$ cat config.mk
export PLATFORM = sky130hd
export DESIGN_NAME = ycbcr_capture
export DESIGN_NICKNAME = d
export VERILOG_FILES = /design/src/rtl/video_pkg.sv /design/src/rtl/ycbcr_capture.sv
export SDC_FILE = /design/constraint.sdc
export NUM_CORES = 1
export LEC_CHECK = 0
export ABC_AREA = 1
export CORE_ASPECT_RATIO = 0.6
export CORE_MARGIN = 4
export CORE_UTILIZATION = 41
export DETAILED_ROUTE_END_ITERATION = 12
export DONT_BUFFER_PORTS = 1
export GPL_TIMING_DRIVEN = 0
export HOLD_SLACK_MARGIN = 0.03
export RECOVER_POWER = 100
export SLEW_MARGIN = 10
export SYNTH_ARGS = -nofsm -noshare
export SYNTH_HDL_FRONTEND = slang
export SYNTH_SLANG_ARGS = --single-unit
$ cat constraint.sdc
create_clock -name clk_llc -period 1.9 [get_ports clk_llc]
set_clock_uncertainty 0.15 [all_clocks]
set_input_delay 0.285 -clock clk_llc [delete_from_list [all_inputs] [get_ports clk_llc]]
set_output_delay 0.285 -clock clk_llc [all_outputs]
set_load 0.02 [all_outputs]
$ cat src/rtl/video_pkg.sv
// shared types and constants for the video capture path
// widths, YCbCr to RGB565 coefficients and the frame buffer FSM states
// imported by wildcard in every RTL block below the top level

package video_pkg;

	//----------------------------------------
	// data widths
	//----------------------------------------
	typedef logic [7:0]         byte_t;    // one Y, Cb or Cr sample
	typedef logic [9:0]         coef_t;    // unsigned 2.8 fixed point
	typedef logic signed [20:0] conv_t;    // product / sum in the colour math
	typedef logic [15:0]        rgb565_t;  // r[15:11] g[10:5] b[4:0]

	//----------------------------------------
	// conversion coefficients, 2.8 format
	//----------------------------------------
	localparam coef_t coef_y    = 10'b01_0010_1010;  // 1.164 -> 1.1640625
	localparam coef_t coef_cr_r = 10'b01_1001_1000;  // 1.596 -> 1.59375
	localparam coef_t coef_cr_g = 10'b00_1101_0000;  // 0.813 -> 0.8125
	localparam coef_t coef_cb_g = 10'b00_0110_0100;  // 0.392 -> 0.390625
	localparam coef_t coef_cb_b = 10'b10_0000_0100;  // 2.017 -> 2.015625

	// offsets are in the x4 domain, after the sample is shifted left by two
	localparam conv_t luma_offset   = 21'sd64;   // 16 << 2
	localparam conv_t chroma_offset = 21'sd512;  // 128 << 2

	//----------------------------------------
	// frame buffer arbitration
	//----------------------------------------
	typedef enum logic [1:0] {
		idle,         // memory free
		video_write,  // video pixel goes into the memory
		host_read     // memory read for the host
	} arb_state_t;

endpackage
$ cat src/rtl/ycbcr_capture.sv
// front end of the grabber: takes the 8-bit YCbCr 4:2:2 byte stream,
// keeps odd fields only, every second line and one pixel per 4-byte group
// emits one pix_stb per kept pixel with its cb, y, cr
`timescale 1ns/1ps

module ycbcr_capture
	import video_pkg::*;
(
	input  logic  clk_llc,
	input  logic  resetx,
	input  logic  vref,         // vertical sync, high in active field
	input  logic  href,         // horizontal sync, high in active line
	input  logic  odd,          // field parity
	input  byte_t vpo,          // video byte
	output logic  pix_stb,
	output byte_t cb,
	output byte_t y,
	output byte_t cr,
	output logic  field_start,
	output logic  field_end
);

	logic       href_d;      // href of the previous cycle
	logic       field_d;     // field_act of the previous cycle
	logic       field_act;
	logic       href_rise;
	logic       line_par;    // lines started in this field, mod 2
	logic       keep_now;    // current byte belongs to a kept line
	logic [1:0] byte_cnt;    // Cb, Y0, Cr, Y1

	assign field_act = vref & odd;
	assign href_rise = href & ~href_d;

	// parity before this line's own toggle, so lines 2, 4, ... pass
	// on the rising cycle line_par still holds the old value
	assign keep_now = field_act & href & (href_rise ? line_par : ~line_par);

	//----------------------------------------
	// sync edges and line parity
	//----------------------------------------
	always_ff @(posedge clk_llc or negedge resetx)
	begin
		if (!resetx)
		begin
			href_d      <= 1'b0;
			field_d     <= 1'b0;
			line_par    <= 1'b0;
			field_start <= 1'b0;
			field_end   <= 1'b0;
		end
		else
		begin
			href_d      <= href;
			field_d     <= field_act;
			field_start <= field_act & ~field_d;
			field_end   <= ~field_act & field_d;
			if (field_act & ~field_d)
				line_par <= 1'b0;            // new field
			else if (field_act & href_rise)
				line_par <= ~line_par;
		end
	end

	//----------------------------------------
	// byte demux
	//----------------------------------------
	always_ff @(posedge clk_llc or negedge resetx)
	begin
		if (!resetx)
		begin
			byte_cnt <= 2'd0;
			pix_stb  <= 1'b0;
		end
		else
		begin
			pix_stb <= keep_now && (byte_cnt == 2'd2);   // strobe with Cr
			if (!keep_now)
				byte_cnt <= 2'd0;                  // restart outside kept line
			else
				byte_cnt <= byte_cnt + 2'd1;
		end
	end

	// sample latches, held until the next group overwrites them
	always_ff @(posedge clk_llc)
	begin
		if (keep_now)
		begin
			case (byte_cnt)
				2'd0:    cb <= vpo;
				2'd1:    y  <= vpo;
				2'd2:    cr <= vpo;
				default: ;                    // Y1 dropped, one pixel per group
			endcase
		end
	end

endmodule

==> flow_summary.rst <==
.. list-table::
   :header-rows: 1

   * - Metric
     - Value
   * - Result of the run
     - finished, final reports clean
   * - Antenna violations before repair
     - 0
   * - Fraction of power consumed by the clock network
     - 0.391
   * - CTS buffer count
     - 5
   * - Share of the clock period used by the worst path after layout
     - 0.872
   * - Worst slack at placement
     - 0.0504 ns
   * - Source-to-sink clock delay at the later pin of the worst-skew pair
     - 0.27 ns
   * - Cell count after placement
     - 96
   * - DRC errors left
     - 0
   * - Antenna cell count
     - 0
   * - Syn. warnings
     - 0
   * - Fraction of power spent switching nets
     - 0.185
   * - Number of optimization iterations in the first detailed-route pass
     - 4
   * - Switching power
     - 252 uW
   * - Crit path max-delay cell type
     - nor2_2
   * - Total power per unit cell area
     - 1030 nW/um^2
   * - Setup TNS
     - 0 ns
   * - RSZ-0062 raised after global routing
     - false
   * - Number of pins with negative max-slew slack in the final report
     - 0
   * - Synthesis-to-layout area growth
     - 22.4%
   * - Initial Utilization
     - 0.431
   * - Clock transition at the registers of the reported paths
     - 0.06 ns
   * - First-pass GRT wire length
     - 2.75 mm
   * - Overall die area
     - 3550 um^2
   * - Adder-cell share of the synthesized area
     - 0.0348
   * - Clock tree from TritonCTS
     - done
   * - Top area cells in the synthesized netlist
     - edfxtp_1 67%, dfrtp_1 19%, inv_1 3.8%
   * - Synth Area in Simple Gates
     - 0.0742
   * - Cell type with the highest occurrence count on the critical path
     - nand2_1
   * - Leak
     - 0.510 nW
   * - Actual transition at the worst max-transition pin
     - 0.502 ns
   * - Share of total power in sequential cells
     - 0.574
   * - Number of rows created at floorplan
     - 14
   * - Number of non-filler instances in the completed layout
     - 113
   * - Routed length per placed instance
     - 17.2 um
   * - Placed Area
     - 1120 um^2
   * - Total of flip-flops plus latches after synthesis
     - 32
   * - List of cells traversed by the critical path
     - inv_1 > nand2_1 > nand2_1 > nand3_2 > nor2_2
   * - Internal Dissipation
     - 1.11 mW
   * - Post-Synth XOR/XNOR Area
     - 0
   * - Final standard cell utilization of the core
     - 0.527
   * - HP Class
     - in -> reg
   * - Combinational family with the most area after synthesis
     - simple AND/OR/NAND/NOR gates
   * - Relative contribution of combinational cells to total power
     - 0.035
   * - Number of stages on the worst setup path
     - 5
   * - Vias after detailed routing
     - 529
   * - Longest Clk Path Bufs
     - 2
   * - Final RePlAce weighted congestion
     - 0.681
   * - Total buffers and inverters traversed by the critical path
     - 1
   * - Kind of capture point of the worst setup path
     - register
   * - Worst Reg-to-Reg Cells
     - 5
   * - Final count of negative-setup-slack endpoints
     - 0
   * - Pin count of the biggest net entering global routing
     - 10
   * - I/O pin cnt
     - 40
   * - Fraction of layout instances using a drive strength above 1
     - 0.148
   * - Number of nets in the synthesized netlist
     - 80
   * - Core region area
     - 2500 um^2
   * - Type of the worst setup path
     - reg -> reg
   * - Minimum hold slack
     - 0.107 ns
   * - Buffer type at the clock tree root
     - clkbuf_8
   * - Category of cells accounting for the largest share of critical-path delay
     - simple AND/OR/NAND/NOR gates
   * - Largest area contributor in the netlist
     - edfxtp_1
   * - Synthesized cell area
     - 1080 um^2
   * - Floorplan die height
     - 47.8 um
   * - Critical Path RT
     - 1.66 ns
   * - Worst rel slew slack
     - 0.665
   * - Total track usage
     - 0.119
   * - Antenna-violating nets left
     - 0
   * - Total wire length
     - 1.94 mm
   * - # fillers
     - 217
   * - Critical Path Start Type
     - register
   * - Synthesized area per cell
     - 16.9 um^2
   * - Fraction of the yosys area taken by sequential cells
     - 0.853
   * - Proportion of synthesized area in mux cells
     - 0
   * - CP arrival
     - 1.41 ns
   * - Hold path cells
     - 2
   * - Nets@finish
     - 97
   * - Vias/cell
     - 4.68
   * - Shortest period the worst path allows
     - 1.66 ns
   * - Number of max-cap violations
     - 0
   * - Cell count after synthesis
     - 64
   * - Vias in the first global route
     - 532
   * - Post-layout instance area
     - 1320 um^2
   * - HPWL reported at the end of detailed placement
     - 1.37 mm
   * - 1st-iter DRT viols
     - 19
   * - Die outline width
     - 74.3 um
   * - Maximum operating frequency
     - 604 MHz
   * - Commonest cells after routing, fill and taps aside
     - 24 x edfxtp_1, 11 x inv_1, 10 x dlygate4sd3_1
   * - Compound-cell area share of the yosys netlist
     - 0
   * - Total power draw
     - 1.36 mW
   * - GRT overflow
     - 0
   * - Largest fanout of any net on the critical path
     - 9
   * - Sink Count
     - 32
   * - Count of input and output buffers
     - 0
   * - Maximum level of the CTS H-tree
     - 2
   * - Leading cell type in the layout, fill and taps excluded
     - edfxtp_1
   * - Number of failing hold endpoints at the final stage
     - 0
   * - Post-synth cell types
     - 10
   * - Post-synth top area share
     - 0.667
   * - Biggest cell delay along the critical path
     - 0.43 ns
   * - Peak supply drop
     - 376 uV
   * - Setup slack after layout
     - 0.244 ns
[flip-flops by register name, summed over array words and instances, names as in the netlist]
register     flops
line_par         1
field_start      1
byte_cnt         2
cr               8
cb               8
href_d           1
y                8
field_end        1
pix_stb          1
field_d          1
[worst register-to-register path, cell delays in order (launching register included)]
cell and delay [ns]:
dfrtp_1 0.36, inv_1 0.06, nand2_1 0.05, nand2_1 0.10, nand3_2 0.15, nor2_2 0.43
[final timing paths]
| check | to | startpoint | slack (ns) |
|---|---|---|---|
| worst max-delay path | cr[1] | href_d | 0.24 |
| worst min-delay path | field_start | odd | 0.11 |
| worst max register to register | cr[1] | href_d | 0.24 |
| worst min register to register | field_start | field_d | 0.27 |
| max in group asynchronous | byte_cnt[0] | resetx | 1.10 |
| min in group asynchronous | line_par | resetx | 0.22 |
[cell usage after synthesis]
cell	n
edfxtp_1	24
nor2_2	1
dfrtp_1	8
nand3_2	1
nand2_2	1
nor2_1	8
inv_1	11
nand2_1	6
ha_1	3
nand3_1	1
[per-layer routing]
| layer | part of all wire | track usage | wire length (um) |
|---|---|---|---|
| met5 | 0 | 0 | 0 |
| met4 | 0.0087 | 0.0638 | 17 |
| met3 | 0.071 | 0.0671 | 138 |
| met2 | 0.52 | 0.199 | 1010 |
| met1 | 0.40 | 0.123 | 780 |
[what timing repair did]
action / in CTS / in global routing
hold buffers: 10 / 0
endpoints found under the hold margin: 33 / 0
setup endpoints to repair: 0 / 24
gates resized for setup: 0 / 3
buffers inserted: 0 / 0
[power groups by stage]
stage	Clock [mW]	Sequential (mW)	Combinational [mW]
global route	0.582	0.782	0.0529
floorplan	0	0.794	0.0168
detailed placement	0	0.796	0.0215
global placement	0	0.796	0.0199
CTS	0.545	0.781	0.0468
finish	0.532	0.781	0.0471
[cells by family (layout without fill, tap and decap cells)]
family,count (synthesis),count (layout)
buffers and inverters,11,28
adder cells (fa/ha/maj),3,3
AND/OR/NAND/NOR,18,18
flip-flops,32,32
[cell type report]
cell class | instances | area, um^2 | area share
flip-flops and latches | 32 | 921 | 0.697
inverters | 11 | 41.3 | 0.0312
repair buffers | 10 | 100 | 0.0758
well taps | 32 | 40.0 | 0.0303
multi-input cells | 21 | 123 | 0.0928
clock buffers | 7 | 96.3 | 0.0729
(Power assumes the default switching activity.)
