## config.mk

```make
export PLATFORM = sky130hd
export DESIGN_NAME = ycbcr_to_rgb565
export DESIGN_NICKNAME = d
export VERILOG_FILES = /design/src/rtl/video_pkg.sv /design/src/rtl/ycbcr_to_rgb565.sv
export SDC_FILE = /design/constraint.sdc
export NUM_CORES = 1
export LEC_CHECK = 0
export ABC_CLOCK_PERIOD_IN_PS = 3200
export BUFFER_PORTS_ARGS = -buffer_cell sky130_fd_sc_hd__buf_4
export CAP_MARGIN = 30
export CORE_UTILIZATION = 30
export DETAILED_ROUTE_END_ITERATION = 7
export GPL_ROUTABILITY_DRIVEN = 0
export MAX_ROUTING_LAYER = met4
export PLACE_DENSITY_LB_ADDON = 0.25
export SLEW_MARGIN = 20
export SYNTH_ARGS = -nofsm -noshare
export SYNTH_HDL_FRONTEND = slang
export SYNTH_SLANG_ARGS = --single-unit
```

## constraint.sdc

```tcl
create_clock -name clk_llc -period 3.2 [get_ports clk_llc]
set_clock_uncertainty 0.05 [all_clocks]
set_input_delay 0.64 -clock clk_llc [delete_from_list [all_inputs] [get_ports clk_llc]]
set_output_delay 0.64 -clock clk_llc [all_outputs]
set_load 0.03 [all_outputs]
```

## src/rtl/video_pkg.sv

```systemverilog
// shared types and constants for the video capture path
// widths, YCbCr to RGB565 coefficients and the frame buffer FSM states
// imported by wildcard in every RTL block below the top level

package video_pkg;

	//----------------------------------------
	// data widths
	//----------------------------------------
	typedef logic [7:0]         byte_t;    // one Y, Cb or Cr sample
	typedef logic [9:0]         coef_t;    // unsigned 2.8 fixed point
	typedef logic signed [20:0] conv_t;    // product / sum in the colour math
	typedef logic [15:0]        rgb565_t;  // r[15:11] g[10:5] b[4:0]

	//----------------------------------------
	// conversion coefficients, 2.8 format
	//----------------------------------------
	localparam coef_t coef_y    = 10'b01_0010_1010;  // 1.164 -> 1.1640625
	localparam coef_t coef_cr_r = 10'b01_1001_1000;  // 1.596 -> 1.59375
	localparam coef_t coef_cr_g = 10'b00_1101_0000;  // 0.813 -> 0.8125
	localparam coef_t coef_cb_g = 10'b00_0110_0100;  // 0.392 -> 0.390625
	localparam coef_t coef_cb_b = 10'b10_0000_0100;  // 2.017 -> 2.015625

	// offsets are in the x4 domain, after the sample is shifted left by two
	localparam conv_t luma_offset   = 21'sd64;   // 16 << 2
	localparam conv_t chroma_offset = 21'sd512;  // 128 << 2

	//----------------------------------------
	// frame buffer arbitration
	//----------------------------------------
	typedef enum logic [1:0] {
		idle,         // memory free
		video_write,  // video pixel goes into the memory
		host_read     // memory read for the host
	} arb_state_t;

endpackage
```

## src/rtl/ycbcr_to_rgb565.sv

```systemverilog
// YCbCr to RGB565 colour conversion, fixed point 2.8 coefficients
// two register stages: products, then sums; saturation packs the sums
// one sample per cycle, rgb_stb follows pix_stb by two cycles
`timescale 1ns/1ps

module ycbcr_to_rgb565
	import video_pkg::*;
(
	input  logic    clk_llc,
	input  logic    resetx,
	input  logic    pix_stb,
	input  byte_t   cb,
	input  byte_t   y,
	input  byte_t   cr,
	output logic    rgb_stb,
	output rgb565_t rgb
);

	conv_t y_term, cb_term, cr_term;            // offset-removed samples
	conv_t p_y, p_cr_r, p_cr_g, p_cb_g, p_cb_b;  // stage one
	conv_t sum_r, sum_g, sum_b;                  // stage two
	logic  s1_stb, s2_stb;
	logic [5:0] r6, g6, b6;

	// clamp a sum to its top 6 result bits
	function automatic logic [5:0] sat_top6(conv_t v);
		if (v[20])
			return 6'b000000;       // negative
		else if (v[19] | v[18])
			return 6'b111111;       // overflow
		else
			return v[17:12];
	endfunction

	// shift left by two, then remove the offset
	assign y_term  = conv_t'({y, 2'b00}) - luma_offset;
	assign cb_term = conv_t'({cb, 2'b00}) - chroma_offset;
	assign cr_term = conv_t'({cr, 2'b00}) - chroma_offset;

	always_ff @(posedge clk_llc or negedge resetx)
	begin
		if (!resetx)
		begin
			s1_stb <= 1'b0;
			s2_stb <= 1'b0;
		end
		else
		begin
			s1_stb <= pix_stb;
			s2_stb <= s1_stb;
		end
	end

	//----------------------------------------
	// stage one, products
	//----------------------------------------
	always_ff @(posedge clk_llc)
	begin
		if (pix_stb)
		begin
			p_y    <= conv_t'(coef_y) * y_term;
			p_cr_r <= conv_t'(coef_cr_r) * cr_term;
			p_cr_g <= conv_t'(coef_cr_g) * cr_term;
			p_cb_g <= conv_t'(coef_cb_g) * cb_term;
			p_cb_b <= conv_t'(coef_cb_b) * cb_term;
		end
	end

	//----------------------------------------
	// stage two, sums
	//----------------------------------------
	always_ff @(posedge clk_llc)
	begin
		if (s1_stb)
		begin
			sum_r <= p_y + p_cr_r;
			sum_g <= p_y - p_cr_g - p_cb_g;
			sum_b <= p_y + p_cb_b;
		end
	end

	assign r6 = sat_top6(sum_r);
	assign g6 = sat_top6(sum_g);
	assign b6 = sat_top6(sum_b);

	assign rgb_stb = s2_stb;
	assign rgb     = {r6[5:1], g6, b6[5:1]};   // red, blue keep bits 17..13

endmodule

```

==> impl_metrics.toml, run 1 <==
[cells_and_area]
drive_gt1_frac = 0.3333
area_growth_pct = 34.70
final_cells = 1455
fill_cells = 2870
diodes = 0
multiInputGateArea_mm2 = 0.006311
final_area_mm2 = 0.01246
seqCellArea_mm2 = 0.003053
layout_common_cells = "buf_4, ha_1, inv_1"
mostFrequentLayoutCell = "buf_4"
finalNetCount = 1327

[sta]
hold_viol = 0
slew_viol_final = 0
fin_ws_ps = -917.7
setup_violations = 15
whs_ps = 483.6
fmax_ghz = 0.2429
post-route-period-util = 1.287
timing.final.crit_period_ps = 4118
rsz0062_at_grt = "true"
worst_pin_slew_ps = 550.9
slew_headroom = 0.6328

[logic_synthesis]
synthCells = 844
syn_avg_cell_area_um2 = 10.96
yosysSeqAreaShare = 0.3301
yosys.area.top_type_share = 0.3247
synth_mux_area_frac = 0.003382
ys_top_cells_by_area = "edfxtp_1, ha_1, fa_1, inv_1, xnor2_1"
synth_top_family_by_area = "adder cells"
synth_fa_ha_area_frac = 0.3693
syn_area_mm2 = 0.009249
ys_warn_count = 0
yosys.area.top_type = "edfxtp_1"
synth_nets = 1111
synth-xor-area-share = 0.07008
ys_seq_elements = 102
synthSimpleGateAreaFrac = 0.05966
synth-edff-count = 100
synth_compound_area_frac = 0.1005
ys_types = 50
synth-main-ff-cell = "edfxtp_1"
async_reset_ff_frac = 0.01961

[detailed_routing]
drcViolationCount = 0
met3_length_um = 351
wirelength_um = 19410
first_pass_iters = 5
highest-signal-layer = "met4"
dr.first_iter.drc_count = 234
m1WireLength_um = 10080
ant_nets = 0
vias_per_cell = 4.374
wl_per_cell_um = 13.34
wl_met2_um = 8840
vias = 6364

[clock_tree]
clkLatencyLatePin_ps = 350
cts_made_buffers = 9
cts_max_path_buffers = 2
tritoncts = "done"
clock-sinks = 102
clkTransAtPathRegs_ps = 70
htreeDepth = 3
cts_root_buf = "clkbuf_16"

[grt]
grt_first_pass_wirelength_um = 32450
grt_max_degree = 42
grt_pass1_vias = 6525
grt_overflow = 0
track_usage = 0.1357
antenna_found_initial = 0

[die]
die_w_um = 177.6
core_area_mm2 = 0.02995
num_rows = 63
dieArea_mm2 = 0.03154
die_y_um = 177.6
boundaryPins = 44
start_util = 0.3088

[status]
violations = "negative setup slack"
status = "complete, but fails checks"

[setup_path]
critPathCaptureType = "flip-flop"
startpoint_type = "input port"
path_buf_inv = 5
path_class = "in -> reg"
worstPathCellList = "buf_8 > clkinvlp_4 > ha_4 > or3b_4 > clkinv_8 > ha_4 > ha_4 > inv_2 > fa_1 > fa_1 > inv_2 > ha_4 > o21ai_4 > a21boi_4 > o21a_1 > o41ai_4 > mux2i_1 > nand4_1"
critPathRequiredTime_ps = 3250
slowest_delay_ps = 510
cp.arrival_ps = 4170
crit_top_cell = "ha_4"
regToRegSetupSlack_ps = 210
path_delay_family = "adder cells"
critical_path.slowest_cell = "fa_1"
cp_max_fo = 3

[hold_path]
hold_class = "in -> reg"

[power]
p_total_w = 0.009603
static-leakage-power_nw = 5.720
p_per_area_mw_per_mm2 = 770.8
max-vdd-ir-drop_uv = 440.6

[placement]
dpl_cell_area_mm2 = 0.01146
dp_cells = 1418
io_buffers = 43
dpl.hpwl_um = 16430

[run]
cap_violations = 0
==> where the power goes <==
| group | switching (W) | leakage [nW] | internal, W |
|---|---|---|---|
| sequential | 0.000252 | 1.00 | 0.00221 |
| combinational | 0.00309 | 4.58 | 0.00300 |
| clock | 0.000511 | 0.135 | 0.000537 |
| total | 0.00386 | 5.72 | 0.00575 |
==> per-stage QoR <==
step	setup TNS, ps	worst slack (ps)	util
global route	-9346	-1077	0.4159
CTS	-8046	-918.3	0.4079
global placement	-21390	-1346	0.3827
detailed placement	-22030	-1379	0.3827
finish	-7868	-917.7	0.4159
floorplan	-12020	-1210	-
==> synth_stat cells, types with 4 or more instances <==
master,instances
xor2_1,17
nand4_1,4
o21ai_0,10
o21a_1,7
nand3_1,4
nor3_1,22
a31oi_1,4
ha_1,185
a21o_1,11
inv_1,161
edfxtp_1,100
o21ai_1,10
o21bai_1,14
xnor2_1,57
nand2_1,18
o31ai_1,4
nor2_1,57
fa_1,55
a21oi_1,48
nor2b_1,5
==> flip-flops by register name (all words and copies together), names as in the netlist <==
register  flops
sum_b         8
p_cr_r       15
rgb_stb       1
p_y          17
s1_stb        1
sum_r         8
p_cb_b       17
p_cb_g       12
sum_g         9
p_cr_g       14
==> path summary, 6_finish.rpt <==
kind                             from         to  depth (start not counted)
min in group asynchronous      resetx    rgb_stb                          2
hold / removal                  cb[5]  p_cb_b[9]                          1
max in group asynchronous      resetx     s1_stb                          2
setup reg to reg              p_y[11]  sum_g[20]                          9
setup / recovery                 y[4]    p_y[20]                         18
hold reg to reg            p_cr_r[20]  sum_r[20]                          2
==> per-layer routing <==
layer	GRT usage	vias up
li1	-	3318
met1	0.1888	2991
met2	0.2116	47
met3	0.01842	8
met4	0.02457	0
met5	-	-
==> area by class of cell <==
| type | count | area share |
|---|---|---|
| inverters | 162 | 0.05182 |
| flip-flops and latches | 102 | 0.2451 |
| clock inverters | 7 | 0.004519 |
| repair buffers | 208 | 0.1348 |
| well taps | 390 | 0.03917 |
| clock buffers | 9 | 0.01808 |
| multi-input cells | 577 | 0.5066 |
==> logic make-up (layout without fill, tap and decap cells) <==
kind of cell,Yosys count,in the layout
fa+ha+maj,240,240
simple gates,123,123
xor+xnor,74,74
compound gates,137,137
flops,102,102
mux,3,3
buf+inv,165,386
==> what timing repair did <==
action | CTS | global route
gates cloned | 0 | 0
hold buffers | 1 | 0
setup endpoints to repair | 26 | 29
pin swaps | 64 | 29
gates resized for setup | 68 | 50
endpoints found under the hold margin | 2 | 0
setup buffers | 21 | 6
(Power assumes the default switching activity.)
==> run 2: changes to the inputs <==
--- a/config.mk
+++ b/config.mk
@@ -5,11 +5,11 @@
 export SDC_FILE = /design/constraint.sdc
 export NUM_CORES = 1
 export LEC_CHECK = 0
-export ABC_CLOCK_PERIOD_IN_PS = 3200
-export BUFFER_PORTS_ARGS = -buffer_cell sky130_fd_sc_hd__buf_4
+export ABC_CLOCK_PERIOD_IN_PS = 3970
 export CAP_MARGIN = 30
 export CORE_UTILIZATION = 30
 export DETAILED_ROUTE_END_ITERATION = 7
+export DONT_BUFFER_PORTS = 1
 export GPL_ROUTABILITY_DRIVEN = 0
 export MAX_ROUTING_LAYER = met4
 export PLACE_DENSITY_LB_ADDON = 0.25
==> constraint.sdc (replaced) <==
create_clock -name clk_llc -period 3.97 [get_ports clk_llc]
set_clock_uncertainty 0.05 [all_clocks]
set_input_delay 0.794 -clock clk_llc [delete_from_list [all_inputs] [get_ports clk_llc]]
set_output_delay 0.794 -clock clk_llc [all_outputs]
set_load 0.03 [all_outputs]
==> run 2 against run 1 <==
Compared with the run above: the flow still finishes with violations (negative setup slack); core utilization is 5.6 points lower; register-to-register slack better by 560 ps; combinational power down 33%; count of clock-buffer cells in the layout is the same; hold slack got worse by 410 ps; sequential power decreased by 18%; power shrank 27%; clock power is 12% lower; worst setup slack improved by 710 ps; via count is 8.9% lower; critical path depth down 2; die area stayed put.
==> impl_metrics.toml, run 2 (synthesized netlist as in run 1, its figures left out) <==
[status]
status = "complete, but fails checks"
violations = "negative setup slack"

[cells_and_area]
mostFrequentLayoutCell = "ha_1"
reg_top3 = "p_cb_b (17), p_y (17), p_cr_r (15)"
layout_common_cells = "ha_1, inv_1, edfxtp_1"
post-route-util = 0.3603
finalNetCount = 1180
area_growth_pct = 16.68
final_area_mm2 = 0.01079
drive_gt1_frac = 0.1416
fill_cells = 2999
diodes = 0

[setup_path]
regToRegEndpoint = "sum_g[20]"
startpoint = "y[4]"
cp_max_fo = 4
path_class = "in -> reg"
startpoint_type = "input port"
regToRegSetupSlack_ps = 770
critPathRequiredTime_ps = 4030
ff2ff_path_depth = 9
reg2reg_from = "p_y[11]"
cp.arrival_ps = 4240
critPathCaptureType = "flip-flop"

[detailed_routing]
ant_nets = 0
dr.first_iter.drc_count = 280
wirelength_um = 18290
wl_per_cell_um = 13.98
vias = 5797
vias_per_cell = 4.432
drcViolationCount = 0
first_pass_iters = 5

[die]
num_rows = 63
core_area_mm2 = 0.02995
die_y_um = 177.6
start_util = 0.3088
die_w_um = 177.6
boundaryPins = 44
dieArea_mm2 = 0.03154

[clock_tree]
clock-sinks = 102
htreeDepth = 3
cts_hold_buf = 0
clkTransAtPathRegs_ps = 70
clkLatencyLatePin_ps = 360
tritoncts = "done"
cts_root_buf = "clkbuf_16"
cts_made_buffers = 9
cts_max_path_buffers = 2

[sta]
fin_ws_ps = -207.7
slew_viol_final = 0
timing.final.crit_period_ps = 4178
whs_ps = 72.13
fmax_ghz = 0.2394
setup_violations = 6
slew_headroom = 0.6168
rsz0062_at_grt = "true"
worst_pin_slew_ps = 572.6
finalSetupTns_ps = -520.7
post-route-period-util = 1.052
hold_viol = 0

[grt]
grt_first_pass_wirelength_um = 30040
grt_pass1_vias = 5765
antenna_found_initial = 0
grt_overflow = 0
grt_max_degree = 77
track_usage = 0.1284

[placement]
post-place-ws_ps = -660.1
dpl.hpwl_um = 15130
dpl_cell_area_mm2 = 0.01030
io_buffers = 0

[run]
cap_violations = 0

[hold_path]
hold_class = "in -> async"

[power]
static-leakage-power_nw = 4.952
p_per_area_mw_per_mm2 = 647.8
max-vdd-ir-drop_uv = 320.7
## run 2: how the worst max path moves through the flow
stage,to,depth (start not counted)
after floorplan,p_y[20],17
after global placement,p_y[20],17
after detailed placement,p_y[20],17
after CTS,p_y[20],17
after global routing,p_y[20],17
final,p_y[20],16
## run 2: power by group
| group | total, W | internal [W] | switching (W) |
|---|---|---|---|
| registers | 0.00202 | 0.00179 | 0.000230 |
| logic | 0.00405 | 0.00180 | 0.00225 |
| clock network | 0.000921 | 0.000498 | 0.000423 |
| total | 0.00699 | 0.00408 | 0.00291 |
## run 2: routing by layer
| metal | vias up | wire (µm) | track usage |
|---|---|---|---|
| li1 | 3021 | - | - |
| met4 | 0 | 221 | 0.02849 |
| met3 | 12 | 814 | 0.02742 |
| met1 | 2682 | 9151 | 0.1742 |
| met5 | - | 0 | - |
| met2 | 82 | 8100 | 0.1955 |
## run 2: repair_timing
action	CTS	global route
endpoints found under the setup margin	6	6
cloned	0	0
resized for setup	17	5
pin swaps	11	8
buffers inserted	4	5
## run 2: cell type report
type / instances / area (µm²) / share of cell area
sequential: 102 / 3053 / 0.2829
timing repair buffer: 61 / 473.0 / 0.04383
multi-input combinational: 577 / 5846 / 0.5417
inverter: 162 / 626.9 / 0.05809
clock buffer: 9 / 225.2 / 0.02087
tap: 390 / 488.0 / 0.04522
clock inverter: 7 / 80.08 / 0.007420
## run 2: critical path: stages
cell and delay (ps):
clkinvlp_4 60, ha_4 150, or3b_4 420, clkinv_8 80, ha_4 190, ha_4 260
inv_2 30, fa_2 420, fa_1 570, inv_2 50, ha_4 210, a21boi_2 160
o21a_2 250, o41ai_4 280, mux2i_1 230, nand4_1 90
## run 2: per-stage QoR
step,std cells,total power (W)
after floorplan,844,0.004940
after global placement,1283,0.005982
after detailed placement,1283,0.006009
after CTS,1303,0.007015
after global routing,1308,0.007607
final,1308,0.006990
==> run 3: changes to the inputs <==
--- a/config.mk
+++ b/config.mk
@@ -11,7 +11,6 @@
 export DETAILED_ROUTE_END_ITERATION = 7
 export DONT_BUFFER_PORTS = 1
 export GPL_ROUTABILITY_DRIVEN = 0
-export MAX_ROUTING_LAYER = met4
 export PLACE_DENSITY_LB_ADDON = 0.25
 export SLEW_MARGIN = 20
 export SYNTH_ARGS = -nofsm -noshare
==> run 3 against run 2 <==
Compared with the run above: the flow still finishes with violations (negative setup slack); die area is the same; clock power is essentially flat; register-to-register slack gained 20 ps; via count shrank 0.67%; sequential power is essentially flat; sequential share of layout area is the same; non-clock buffer count is the same; core utilization is the same; global-route usage shrank 0.37 points; critical path depth is the same; first-iteration DRC count is the same; flip-flop and latch count is the same; largest power group unchanged.
==> impl_metrics.toml, run 3 (synthesized netlist as in run 1, its figures left out) <==
[clock_tree]
cts_max_path_buffers = 2
clkTransAtPathRegs_ps = 70
tritoncts = "done"
cts_hold_buf = 0
cts_root_buf = "clkbuf_16"
cts_made_buffers = 9
clock-sinks = 102
clkLatencyLatePin_ps = 360
htreeDepth = 3

[sta]
whs_ps = 69.94
slew_viol_final = 0
rsz0062_at_grt = "true"
slew_headroom = 0.6168
fmax_ghz = 0.2395
setup_violations = 6
timing.final.crit_period_ps = 4175
worst_pin_slew_ps = 572.6
post-route-period-util = 1.052
hold_viol = 0
fin_ws_ps = -204.6

[setup_path]
cp_max_fo = 4
startpoint_type = "input port"
cp.arrival_ps = 4240
regToRegSetupSlack_ps = 790
critPathRequiredTime_ps = 4030
path_class = "in -> reg"
critPathCaptureType = "flip-flop"

[power]
max-vdd-ir-drop_uv = 320.0
p_per_area_mw_per_mm2 = 647.2
static-leakage-power_nw = 4.952
p_total_w = 0.006984

[cells_and_area]
finalNetCount = 1180
final_cells = 1308
area_growth_pct = 16.68
diodes = 0
reg_top3 = "p_cb_b (17), p_y (17), p_cr_r (15)"
mostFrequentLayoutCell = "ha_1"
drive_gt1_frac = 0.1416
layout_common_cells = "ha_1, inv_1, edfxtp_1"

[detailed_routing]
first_pass_iters = 5
drcViolationCount = 0
vias_per_cell = 4.402
wirelength_um = 18250
vias = 5758
wl_per_cell_um = 13.95
ant_nets = 0
dr.first_iter.drc_count = 280

[status]
violations = "negative setup slack"
status = "complete, but fails checks"

[grt]
grt_pass1_vias = 5773
grt_overflow = 0
antenna_found_initial = 0
grt_max_degree = 77
track_usage = 0.1247
grt_first_pass_wirelength_um = 30010

[placement]
io_buffers = 0
dp_cells = 1283
dpl.hpwl_um = 15130

[hold_path]
hold_class = "in -> async"

[run]
cap_violations = 0

[die]
core_area_mm2 = 0.02995
die_w_um = 177.6
die_y_um = 177.6
dieArea_mm2 = 0.03154
start_util = 0.3088
num_rows = 63
boundaryPins = 44
## run 3: cell counts in the layout (fill, tap and decap cells not counted)
No cell type changed its count.
## run 3: worst max-delay path, cell delays in order
cell and delay (ps):
clkinvlp_4 60, ha_4 150, or3b_4 420, clkinv_8 80
ha_4 190, ha_4 260, inv_2 30, fa_2 420
fa_1 570, inv_2 50, ha_4 210, a21boi_2 160
o21a_2 240, o41ai_4 280, mux2i_1 230, nand4_1 90
## run 3: metrics by stage
| stage | cell area, µm² | worst slack [ps] | setup TNS, ps | util |
|---|---|---|---|---|
| 2_1_floorplan | 9447 | -594.4 | -2972 | - |
| 3_3_place_gp | 10300 | -634.0 | -4087 | 0.3439 |
| 3_5_place_dp | 10300 | -660.1 | -4149 | 0.3439 |
| 4_1_cts | 10720 | -204.3 | -516.7 | 0.3578 |
| 5_1_grt | 10790 | -308.6 | -1192 | 0.3603 |
| 6_report | 10790 | -204.6 | -497.5 | 0.3603 |
## run 3: where the power goes
part           internal [W]  leakage [nW]  switching (W)
clock network      0.000498         0.148       0.000426
logic               0.00180          3.80        0.00225
registers           0.00179          1.00       0.000230
## run 3: cell type report
class	count	area [µm²]
Fill cell	2999	19160
Multi-Input combinational cell	577	5846
Sequential cell	102	3053
Inverter	162	626.9
Tap cell	390	488.0
Timing Repair Buffer	61	473.0
Clock buffer	9	225.2
Clock inverter	7	80.08
## run 3: path summary, 6_finish.rpt
check                         from         to  cells past startpoint
min in group clk_llc       pix_stb     s1_stb                      0
min                         resetx    rgb_stb                      0
min reg2reg                 s1_stb    rgb_stb                      0
max                           y[4]    p_y[20]                     16
max reg2reg                p_y[11]  sum_g[20]                      9
max in group asynchronous   resetx     s1_stb                      0
## run 3: timing repair
action	CTS	global route
buffers inserted	4	5
gates resized for setup	17	5
cloned	0	0
setup endpoints to repair	6	6
pin swaps	11	8
## run 3: metal layers
metal,wire length [µm],track usage
met5,0,0
met4,236,0.02849
met3,812,0.02742
met2,8075,0.1955
met1,9128,0.1741
