<file path="src/rtl/video_pkg.sv">
// shared types and constants for the video capture path
// widths, YCbCr to RGB565 coefficients and the frame buffer FSM states
// imported by wildcard in every RTL block below the top level

package video_pkg;

	//----------------------------------------
	// data widths
	//----------------------------------------
	typedef logic [7:0]         byte_t;    // one Y, Cb or Cr sample
	typedef logic [9:0]         coef_t;    // unsigned 2.8 fixed point
	typedef logic signed [20:0] conv_t;    // product / sum in the colour math
	typedef logic [15:0]        rgb565_t;  // r[15:11] g[10:5] b[4:0]

	//----------------------------------------
	// conversion coefficients, 2.8 format
	//----------------------------------------
	localparam coef_t coef_y    = 10'b01_0010_1010;  // 1.164 -> 1.1640625
	localparam coef_t coef_cr_r = 10'b01_1001_1000;  // 1.596 -> 1.59375
	localparam coef_t coef_cr_g = 10'b00_1101_0000;  // 0.813 -> 0.8125
	localparam coef_t coef_cb_g = 10'b00_0110_0100;  // 0.392 -> 0.390625
	localparam coef_t coef_cb_b = 10'b10_0000_0100;  // 2.017 -> 2.015625

	// offsets are in the x4 domain, after the sample is shifted left by two
	localparam conv_t luma_offset   = 21'sd64;   // 16 << 2
	localparam conv_t chroma_offset = 21'sd512;  // 128 << 2

	//----------------------------------------
	// frame buffer arbitration
	//----------------------------------------
	typedef enum logic [1:0] {
		idle,         // memory free
		video_write,  // video pixel goes into the memory
		host_read     // memory read for the host
	} arb_state_t;

endpackage
</file>
<file path="src/rtl/frame_sequencer.sv">
// places converted pixels in the two-bank frame buffer
// bank toggles per captured field, offset counts pixels inside the field
// remembers the last finished bank for the host and raises its interrupt
`timescale 1ns/1ps

module frame_sequencer
	import video_pkg::*;
#(
	parameter int addr_w = 16
)
(
	input  logic              clk_llc,
	input  logic              resetx,
	input  logic              field_start,
	input  logic              field_end,
	input  logic              rgb_stb,
	input  rgb565_t           rgb,
	output logic              wr_stb,
	output logic [addr_w-1:0] wr_adr,
	output rgb565_t           wr_data,
	output logic              rd_bank,   // bank completed last
	output logic              irq0,
	output logic              irq1
);

	logic              wr_bank;
	logic [addr_w-2:0] offset;      // word offset inside the bank
	logic [1:0]        irq_sh;      // two-cycle pulse shaper
	logic              irq_on;

	always_ff @(posedge clk_llc or negedge resetx)
	begin
		if (!resetx)
		begin
			wr_bank <= 1'b1;     // first field lands in bank 0
			offset  <= '0;
			wr_stb  <= 1'b0;
			rd_bank <= 1'b1;
			irq_sh  <= 2'b00;
		end
		else
		begin
			wr_stb <= rgb_stb;
			irq_sh <= {irq_sh[0], field_end};
			if (field_start)
			begin
				wr_bank <= ~wr_bank;
				offset  <= '0;
			end
			else if (rgb_stb)
				offset <= offset + 1'b1;
			if (field_end)
				rd_bank <= wr_bank;   // hand the finished bank to the host
		end
	end

	// write payload, sampled with the strobe
	always_ff @(posedge clk_llc)
	begin
		if (rgb_stb)
		begin
			wr_adr  <= {wr_bank, offset};
			wr_data <= rgb;
		end
	end

	// rd_bank already names the finished bank while the pulse runs
	assign irq_on = irq_sh[0] | irq_sh[1];
	assign irq0   = irq_on & ~rd_bank;
	assign irq1   = irq_on & rd_bank;

endmodule

</file>
<file path="config.mk">
export PLATFORM = sky130hd
export DESIGN_NAME = frame_sequencer
export DESIGN_NICKNAME = d
export VERILOG_FILES = /design/src/rtl/video_pkg.sv /design/src/rtl/frame_sequencer.sv
export SDC_FILE = /design/constraint.sdc
export NUM_CORES = 1
export LEC_CHECK = 0
export BUFFER_PORTS_ARGS = -buffer_cell sky130_fd_sc_hd__buf_2
export CAP_MARGIN = 25
export CELL_PAD_IN_SITES_DETAIL_PLACEMENT = 2
export CELL_PAD_IN_SITES_GLOBAL_PLACEMENT = 2
export CORE_MARGIN = 4
export CORE_UTILIZATION = 34
export DETAILED_ROUTE_END_ITERATION = 6
export PLACE_DENSITY = 0.83
export SLEW_MARGIN = 20
export SYNTH_ARGS = -nofsm -noshare
export SYNTH_HDL_FRONTEND = slang
export SYNTH_SLANG_ARGS = --single-unit
</file>
<file path="constraint.sdc">
create_clock -name clk_llc -period 2.17 [get_ports clk_llc]
set_input_delay 0.3255 -clock clk_llc [delete_from_list [all_inputs] [get_ports clk_llc]]
set_output_delay 0.3255 -clock clk_llc [all_outputs]
set_load 0.005 [all_outputs]
</file>
==> metrics.yaml, run 1 <==
drtAntennaViolNets: 0
vdd_drop_max_uv: 295
rsz0062_at_grt: "no"
worstMarginPinSlew_ps: 544
clock.fmax_ghz: 0.561
syn_inst: 121
reg2reg_to: "offset[14]$_DFFE_PN0P_"
diodes: 0
wl_microns: 4740
initial_core_util_pct: 35.1
crit_fanout: 7
reg2reg_from: "offset[0]$_DFFE_PN0P_"
drt_iter0_markers: 64
critical-path-top-delay-family: "flip-flops"
drive_gt1_share_pct: 41.6
synth-seq-cells: 52
cts_tree: "yes"
grt_pass1_vias: 1413
synth.distinct_cells: 26
fillCellCount: 563
syn_nets: 143
seqCellArea_sq_um: 1460
setup_viol: 0
status: "finished, final reports clean"
routed.top_layer: "met4"
num_vias: 1264
io_pins: 57
root_buffer: "clkbuf_8"
path_class: "reg2reg"
grt_pass1_wl_microns: 7600
power_density_nw_per_um2: 799
cpPeakStageDelay_ps: 490
cts.clk_slew.worst_paths_ps: 100
relSlewSlack_pct: 63.5
slew_violations: 0
avgSynthCellArea_sq_um: 16.1
rr_worst_depth: 4
crit_chain: "ha_1 -> o211ai_1 -> nor4_1 -> mux2_2"
wl_per_cell_microns: 18.4
p_total_mw: 1.92
r2r_setup_slack_ps: 390
io_buffers: 56
start_kind: "register"
netlist_area_sq_um: 1950
worstHoldPathType: "in2reg"
critPathCaptureType: "register"
vias_per_cell: 4.92
fin_hold_ws_ps: 135
die_area_sq_um: 7000
cts_buffers: 5
multi_input_area_sq_um: 434
grt_use_total_pct: 13.9
clock_sinks: 52
overflow: 0
grt_max_degree: 23
nNetsFinal: 206
critPathSlowestCell: "dfrtp_1"
antenna_found_initial: 0
whs_path_depth: 1
finalClockSkew_ps: 6.37
dr_wl_met2_microns: 2480
cp.arrival_ps: 1980
drcViolationCount: 0
rows: 27
cp_num_buf_inv: 0
dp.cells: 248
hold_end: "irq_sh[0]$_DFF_PN0_"
leakage_nw: 1.00
gp_congestion: 0.752
dp_hpwl_microns: 3520
wl_met3_microns: 299
core_area_sq_um: 5540
worstSkewPairLatency_ps: 310
synth_seq_area_share_pct: 75.2
fp.dieH_microns: 83.7
worstHoldStart: "field_end"
area_growth_pct: 23.3
clk_path_buf_depth: 2
drv_cap: 0
hold_viol: 0
die_w_microns: 83.7
finalCritPeriodShare_pct: 82.2
wl_met1_microns: 1910
cts_setup_buffers: 0
h-tree-depth: 2
fin_tns_setup_ps: 0
stdcell_count: 257
ys_warn_count: 0
min_period_ps: 1780
first_pass_iters: 4
crit_required_ps: 2370
area by class of cell:
class | count | share of cell area [%]
Sequential cell | 52 | 61.0
Multi-Input combinational cell | 64 | 18.1
Timing Repair Buffer | 60 | 13.0
Tap cell | 72 | 3.75
Clock buffer | 5 | 2.87
Clock inverter | 3 | 1.15
Inverter | 1 | 0.156
report_power, final:
part,switching [mW],internal [mW]
clock network,0.335,0.237
logic,0.0869,0.0823
registers,0.0397,1.14
layout by cell type (no fill, tap or decap), drive strengths merged, types with 5 or more instances in the layout:
master	n
a21oi	6
edfxtp	32
clkbuf	5
nor2b	5
buf	59
nor2	11
mux2	5
dfrtp	18
metrics by stage:
stage	cell area [sq um]	setup slack, ps	utilization, %
final	2400	386	43.3
after global routing	2400	281	43.3
after CTS	2400	381	43.3
after detailed placement	2290	428	41.4
after global placement	2290	499	41.4
after floorplan	1950	625	-
metal layers:
metal / vias to the layer above / GRT usage, %
met5: - / 0
met4: 0 / 3.07
met3: 6 / 4.34
met2: 51 / 25.5
met1: 629 / 15.7
li1: 578 / -
logic make-up (layout without fill, tap and decap cells):
group                    count (synthesis)  after routing  synth area share, %
AND/OR/NAND/NOR                         36             36                 10.1
XOR/XNOR                                 5              5                 2.25
multiplexers                             6              6                 3.41
buffers and inverters                    5             69                 2.51
AO/OA/AOI/OAI                           16             16                 5.91
flip-flops                              52             52                 75.2
adder cells (fa/ha/maj)                  1              1                0.643
synthesized netlist by cell type:
cell type | n | share of area (%)
edfxtp_1 | 32 | 49
dfrtp_1 | 18 | 23
nor2_1 | 11 | 2.1
a21oi_1 | 6 | 1.5
mux2_2 | 5 | 2.9
nor2b_1 | 5 | 1.6
buf_6 | 4 | 2.3
nand2_1 | 4 | 0.77
nor4_1 | 4 | 1.3
o21ai_0 | 4 | 1.0
xor2_1 | 4 | 1.8
nand4_1 | 3 | 0.96
o31ai_1 | 3 | 1.2
or4_1 | 3 | 1.2
dfstp_2 | 2 | 2.7
nand3_1 | 2 | 0.51
or3_1 | 2 | 0.64
ha_1 | 1 | 0.64
inv_1 | 1 | 0.19
mux2i_1 | 1 | 0.51
nand4_2 | 1 | 0.64
o2111ai_1 | 1 | 0.45
o2111ai_4 | 1 | 1.3
o211ai_1 | 1 | 0.39
or3_2 | 1 | 0.39
xnor2_1 | 1 | 0.45
state kept, by name (all words and copies together) (netlist names):
signal and cells:
rd_bank 1, irq_sh 2, wr_data 16, wr_stb 1, offset 15, wr_bank 1, wr_adr 16
how the worst max path moves through the flow:
stage,from,to,slack [ps],cells after the start
2_1_floorplan,offset[0]$_DFFE_PN0P_,offset[14]$_DFFE_PN0P_,630,4
3_3_place_gp,offset[0]$_DFFE_PN0P_,offset[14]$_DFFE_PN0P_,500,4
3_5_place_dp,offset[0]$_DFFE_PN0P_,offset[12]$_DFFE_PN0P_,430,4
4_1_cts,offset[0]$_DFFE_PN0P_,offset[12]$_DFFE_PN0P_,380,4
5_1_grt,offset[0]$_DFFE_PN0P_,offset[14]$_DFFE_PN0P_,280,4
6_report,offset[0]$_DFFE_PN0P_,offset[14]$_DFFE_PN0P_,390,4
what timing repair did:
action                    in CTS  in global routing
hold endpoints to repair      18                  0
gates resized for setup        0                  0
hold buffers                   1                  0
Note: power is estimated with default switching activity, not from simulation.
==> run 2, diff against run 1 <==
--- a/config.mk
+++ b/config.mk
@@ -5,14 +5,15 @@
 export SDC_FILE = /design/constraint.sdc
 export NUM_CORES = 1
 export LEC_CHECK = 0
+export ABC_AREA = 1
 export BUFFER_PORTS_ARGS = -buffer_cell sky130_fd_sc_hd__buf_2
 export CAP_MARGIN = 25
 export CELL_PAD_IN_SITES_DETAIL_PLACEMENT = 2
 export CELL_PAD_IN_SITES_GLOBAL_PLACEMENT = 2
 export CORE_MARGIN = 4
-export CORE_UTILIZATION = 34
+export CORE_UTILIZATION = 29
 export DETAILED_ROUTE_END_ITERATION = 6
-export PLACE_DENSITY = 0.83
+export PLACE_DENSITY = 0.8
 export SLEW_MARGIN = 20
 export SYNTH_ARGS = -nofsm -noshare
 export SYNTH_HDL_FRONTEND = slang
==> constraint.sdc (replaced) <==
create_clock -name clk_llc -period 1.45 [get_ports clk_llc]
set_input_delay 0.2175 -clock clk_llc [delete_from_list [all_inputs] [get_ports clk_llc]]
set_output_delay 0.2175 -clock clk_llc [all_outputs]
set_load 0.005 [all_outputs]
==> run 2 against run 1 <==
  * Synthesized area increased by 1.2%
  * Clock-buffer cell count is 1 higher
  * Design area grew 5.1%
  * Clock skew up 0.83 ps
  * Core utilization decreased by 4.3 points
  * Largest cell class unchanged
  * Largest power group unchanged
==> metrics.yaml, run 2 <==
netlist_area_sq_um: 1970  # +1.2%
slew_violations: 0  # unchanged
leakage_nw: 1.12  # +12%
io_buffers: 56  # unchanged
async_reset_ff_share_pct: 38.5  # unchanged
synth_edf_count: 32  # unchanged
drive_gt1_share_pct: 37.8  # -3.8 points
p_seq_share_pct: 57.2  # -4.2 points
start_kind: "register"
initial_core_util_pct: 30.5  # -4.6 points
cts.clk_slew.worst_paths_ps: 100  # about the same
path_class: "reg2out"
crit_chain: "inv_1 -> a21oi_2 -> buf_2"
overflow: 0  # unchanged
drtAntennaViolNets: 0  # unchanged
relSlewSlack_pct: 67.0  # +3.5 points
synth-seq-cells: 52  # unchanged
power_density_nw_per_um2: 1210  # +51%
synth_commonest_cells: "edfxtp_1, nand2_1, nor2_1"
die_area_sq_um: 8170  # +17%
die_w_microns: 90.4  # +8.0%
grt_pass1_vias: 1598  # +13%
fp.dieH_microns: 90.4  # +8.0%
critPathSlowestCell: "dfstp_2"
critPathCaptureType: "output port"
h-tree-depth: 2  # unchanged
yosysTopAreaCell: "edfxtp_1"
dp_hpwl_microns: 3780  # +7.4%
clk_path_buf_depth: 2  # unchanged
root_buffer: "clkbuf_8"
synth_top_family_by_area: "simple AND/OR/NAND/NOR gates"
ys_warn_count: 0  # unchanged
syn_inst: 161  # +33%
gp_congestion: 0.690  # -8.3%
clock.fmax_ghz: 0.735
grt_pass1_wl_microns: 8440  # +11%
reg_top3: "wr_adr x16, wr_data x16, offset x15"
wl_microns: 5130  # +8.1%
p_total_mw: 3.05  # +59%
cpPeakStageDelay_ps: 550  # +60 ps
wl_per_cell_microns: 16.7  # -9.5%
layout_commonest_cell: "buf_2"
status: "finished, final reports clean"
grt_use_total_pct: 13.0  # -0.90 points
swShare_pct: 22.0  # -2.1 points
vdd_drop_max_uv: 369  # +25%
worstMarginPinSlew_ps: 494  # -50.0 ps
p_comb_share_pct: 8.5  # -0.3 points
synthFlopType: "edfxtp_1"
min_period_ps: 1360
worstHoldPathType: "in2reg"
synth.distinct_cells: 21  # -19%
synth_compound_area_share_pct: 4.13  # -1.8 points
synthSimpleGateAreaFrac_pct: 16.0  # +5.9 points
grt_max_degree: 27  # +17%
crit_fanout: 3  # -4
drv_cap: 0  # unchanged
cts_tree: "yes"
hold_viol: 0  # unchanged
drcViolationCount: 0  # unchanged
syn_nets: 183  # +28%
synth.area.mux_share_pct: 0  # -3.4 points
num_vias: 1418  # +12%
finalCritPeriodShare_pct: 93.8
finalCoreUtilization_pct: 39.1  # -4.3 points
diodes: 0  # unchanged
worstSkewPairLatency_ps: 300  # about the same
first_pass_iters: 4  # unchanged
synthTopCellsByArea: "edfxtp_1, dfrtp_1, nand2_1, nor2_1, inv_1"
core_area_sq_um: 6460  # +17%
crit_required_ps: 1230  # -1140 ps
finalClockSkew_ps: 7.20  # +0.830 ps
yosysMostFrequentCell: "edfxtp_1"
area_growth_pct: 28.1
antenna_found_initial: 0  # unchanged
p_int_mw: 2.38  # +63%
synth_seq_area_share_pct: 74.3  # -0.86 points
p_sw_uw: 670  # +45%
cp.arrival_ps: 1140  # -840 ps
avgSynthCellArea_sq_um: 12.2  # -24%
synthAdderAreaFrac_pct: 0.635  # -0.0073 points
final_cell_mix: "buf_2, edfxtp_1, nand2_1, nor2_1, inv_1"
nNetsFinal: 251  # +22%
rows: 29  # +7.4%
clock_sinks: 52  # unchanged
drt_iter0_markers: 52  # -19%
cts_buffers: 5  # unchanged
vias_per_cell: 4.62  # -6.1%
synth-xor-area-share_pct: 0.889  # -1.4 points
clockPowerShare_pct: 34.3  # +4.5 points
synth_top_area_share_pct: 48.8  # -0.56 points
setup_viol: 0  # unchanged
io_pins: 57  # unchanged
==> run 2: cell count changes after synthesis, sizes merged, moves of 4 or more <==
| cell | change |
|---|---|
| nand3 | +4 |
| mux2 | -5 |
| nor2b | -5 |
| nor4 | -4 |
| nand2 | +29 |
| inv | +18 |
| nor2 | +16 |
==> run 2: path summary, 6_finish.rpt <==
| kind | slack [ps] | from | end | depth (start not counted) |
|---|---|---|---|---|
| hold reg to reg | 390 | irq_sh[0]$_DFF_PN0_ | irq_sh[1]$_DFF_PN0_ | 0 |
| setup / recovery | 90 | rd_bank$_DFFE_PN1P_ | irq1 | 3 |
| min in group asynchronous | 400 | resetx | offset[11]$_DFFE_PN0P_ | 2 |
| setup reg to reg | 130 | offset[0]$_DFFE_PN0P_ | offset[5]$_DFFE_PN0P_ | 6 |
| max in group asynchronous | 690 | resetx | offset[8]$_DFFE_PN0P_ | 2 |
| hold / removal | 40 | field_end | irq_sh[0]$_DFF_PN0_ | 1 |
==> run 2: cell families (layout without fill, tap and decap cells) <==
kind of cell | Yosys count | in the layout
compound gates | 15 | 15
xor+xnor | 2 | 2
fa+ha+maj | 1 | 1
buf+inv | 20 | 89
flops | 52 | 52
simple gates | 71 | 71
==> run 2: area by class of cell <==
type                            count  area, sq um
Inverter                           19         71.3
Sequential cell                    52         1470
Timing Repair Buffer               62          328
Multi-Input combinational cell     89          440
Fill cell                         708         3940
Clock buffer                        6         82.6
Clock inverter                      2         38.8
Tap cell                           77         96.3
==> run 2: critical path: cells and delay by family, from the launching register on <==
family                 cells  cell delay, ps
flip-flops                 1             550
AO/OA/AOI/OAI              1             100
buffers and inverters      2             190
==> run 2: power groups by stage <==
stage                     Clock [mW]  Combinational [mW]  Sequential, mW
after detailed placement           0               0.250            1.78
final                           1.05               0.259            1.74
after global routing            1.13               0.292            1.76
after CTS                       1.08               0.254            1.75
after global placement             0               0.232            1.77
after floorplan                    0              0.0584            1.78
==> run 2: per-stage QoR <==
stage / std cells / area, sq um / worst slack (ps) / TNS (ps) / hold slack [ps]
global placement: 296 / 2360 / 155 / 0 / 216
global route: 307 / 2520 / -32.0 / -55.2 / 40.9
CTS: 305 / 2490 / 23.9 / 0 / 40.4
floorplan: 161 / 1970 / 245 / 0 / -78.1
detailed placement: 296 / 2360 / 32.1 / 0 / 219
finish: 307 / 2520 / 90.0 / 0 / 41.0
==> run 2: timing repair <==
action / CTS / global route
hold endpoints to repair: 18 / 0
endpoints found under the setup margin: 0 / 6
hold buffers: 1 / 0
buffers inserted: 0 / 2
gates resized for setup: 0 / 6
==> run 2: layer usage <==
layer  share of wire (%)  track usage [%]  up-vias
met5                   0                0        -
met4                 1.4             3.57        0
met3                 4.1             3.58        9
met2                  53             24.1       46
met1                  41             14.6      700
li1                    -                -      663
==> run 3, diff against run 2 <==
--- a/config.mk
+++ b/config.mk
@@ -11,9 +11,9 @@
 export CELL_PAD_IN_SITES_DETAIL_PLACEMENT = 2
 export CELL_PAD_IN_SITES_GLOBAL_PLACEMENT = 2
 export CORE_MARGIN = 4
-export CORE_UTILIZATION = 29
+export CORE_UTILIZATION = 35
 export DETAILED_ROUTE_END_ITERATION = 6
-export PLACE_DENSITY = 0.8
+export PLACE_DENSITY = 0.89
 export SLEW_MARGIN = 20
 export SYNTH_ARGS = -nofsm -noshare
 export SYNTH_HDL_FRONTEND = slang
==> constraint.sdc (replaced) <==
create_clock -name clk_llc -period 1.7 [get_ports clk_llc]
set_input_delay 0.255 -clock clk_llc [delete_from_list [all_inputs] [get_ports clk_llc]]
set_output_delay 0.255 -clock clk_llc [all_outputs]
set_load 0.005 [all_outputs]
==> run 3 against run 2 <==
  * Non-clock buffer count is 2 lower
  * Combinational power is 12% lower
  * Die area is 16% lower
  * Hold slack better by 75 ps
  * First-iteration DRC count is 62% higher
  * Register-to-register slack better by 20 ps
==> metrics.yaml, run 3 (same netlist as run 2, synthesis figures left out) <==
worstHoldPathType: "in2reg"
io_buffers: 56  # unchanged
initial_core_util_pct: 36.0  # +5.5 points
gp_congestion: 0.758  # +9.9%
layout_commonest_cell: "buf_2"
dp_hpwl_microns: 4200  # +11%
final_cell_mix: "buf_2, edfxtp_1, nand2_1, nor2_1"
status: "finished, final reports clean"
rr_worst_depth: 7  # +1
crit_fanout: 4  # +1
first_pass_iters: 4  # unchanged
drive_gt1_share_pct: 34.6  # -3.2 points
leakage_nw: 1.11  # -0.28%
drcViolationCount: 0  # unchanged
grt_pass1_wl_microns: 10200  # +21%
num_vias: 1500  # +5.8%
overflow: 0  # unchanged
path_common_cell: "nor2_1"
worstMarginPinSlew_ps: 517  # +22.6 ps
diodes: 0  # unchanged
top_usage_layer: "met2"
start_kind: "register"
cts_buffers: 5  # unchanged
worstSkewPairLatency_ps: 310  # about the same
h-tree-depth: 2  # unchanged
min_period_ps: 1550
drtAntennaViolNets: 0  # unchanged
finalCritPeriodShare_pct: 90.9
hold_viol: 0  # unchanged
critPathSlowestCell: "dfrtp_1"
cpPeakStageDelay_ps: 450  # -100 ps
clock.fmax_ghz: 0.647
crit_chain: "ha_2 -> inv_1 -> nor2_1 -> nand3_1 -> nor2_1 -> nor2_1 -> nor2_1"
relSlewSlack_pct: 65.5  # -1.5 points
path_class: "reg2reg"
fillCellCount: 577  # -19%
crit_required_ps: 1930  # +700 ps
vdd_drop_max_uv: 490  # +33%
drt_iter0_markers: 84  # +62%
met3_usage_pct: 5.46  # +1.9 points
slew_violations: 0  # unchanged
cts.clk_slew.worst_paths_ps: 100  # about the same
rsz0062_at_grt: "no"
rows: 27  # -6.9%
root_buffer: "clkbuf_8"
wl_per_cell_microns: 21.7  # +30%
grt_use_total_pct: 19.4  # +6.4 points
clk_path_buf_depth: 2  # unchanged
vias_per_cell: 5.00  # +8.3%
nNetsFinal: 249  # -0.80%
grt_util_met1_pct: 21.7  # +7.1 points
fin_tns_setup_ps: 0  # unchanged
fin_hold_ws_ps: 116  # +74.5 ps
grt_max_degree: 25  # -7.4%
cp.depth: 7  # +4
whs_path_depth: 1  # unchanged
fin_area_sq_um: 2500  # -0.94%
grt_util_met2_pct: 36.0  # +12 points
wl_microns: 6520  # +27%
power_density_nw_per_um2: 1090  # -9.6%
drv_cap: 0  # unchanged
placedInstanceArea_sq_um: 2350  # -0.26%
antenna_found_initial: 0  # unchanged
io_pins: 57  # unchanged
fp.dieH_microns: 83.0  # -8.2%
critPathCaptureType: "register"
cts_tree: "yes"
reg_top3: "wr_adr x16, wr_data x16, offset x15"
clock_sinks: 52  # unchanged
grt_pass1_vias: 1702  # +6.5%
die_w_microns: 83.0  # -8.2%
cp_num_buf_inv: 1  # -1
cp.arrival_ps: 1780  # +640 ps
critical-path-top-delay-family: "simple AND/OR/NAND/NOR gates"
finalClockSkew_ps: 11.9  # +4.70 ps
core_area_sq_um: 5470  # -15%
area_growth_pct: 26.9
die_area_sq_um: 6890  # -16%
setup_viol: 0  # unchanged
run 3: path summary, 6_finish.rpt:
path	endpoint	from	slack, ps
hold / removal	wr_data[3]$_DFFE_PP_	rgb[3]	120
setup reg to reg	offset[12]$_DFFE_PN0P_	offset[1]$_DFFE_PN0P_	150
min in group asynchronous	offset[10]$_DFFE_PN0P_	resetx	480
max in group asynchronous	rd_bank$_DFFE_PN1P_	resetx	860
setup / recovery	offset[12]$_DFFE_PN0P_	offset[1]$_DFFE_PN0P_	150
hold reg to reg	irq_sh[1]$_DFF_PN0_	irq_sh[0]$_DFF_PN0_	410
run 3: where the power goes:
part           switching, mW  internal (mW)
clock network          0.416          0.589
registers             0.0494           1.45
logic                  0.136         0.0937
total                  0.601           2.13
run 3: metrics by stage:
stage          cells  utilization, %  worst slack, ps  power [mW]
2_1_floorplan    161               -              495        1.57
3_3_place_gp     291            43.0              407        1.70
3_5_place_dp     291            43.0              252        1.74
4_1_cts          300            45.6              112        2.75
5_1_grt          300            45.7             26.3        2.85
6_report         300            45.7              154        2.73
run 3: what timing repair did:
item,in CTS,in global routing
setup buffers,0,0
endpoints found under the hold margin,18,0
endpoints found under the setup margin,0,1
hold buffers,1,0
gates resized for setup,0,1
run 3: cell type report:
type / instances / area, sq um / area share, %
Clock buffer: 6 / 72.6 / 2.90
Clock inverter: 2 / 60.1 / 2.40
Inverter: 19 / 71.3 / 2.85
Multi-Input combinational cell: 89 / 429 / 17.2
Sequential cell: 52 / 1460 / 58.6
Tap cell: 72 / 90.1 / 3.60
Timing Repair Buffer: 60 / 313 / 12.5
run 3: layer usage:
| layer | up-vias | wire length (microns) |
|---|---|---|
| met4 | 0 | 104 |
| met2 | 59 | 3400 |
| met5 | - | 0 |
| li1 | 665 | - |
| met1 | 767 | 2680 |
| met3 | 9 | 329 |
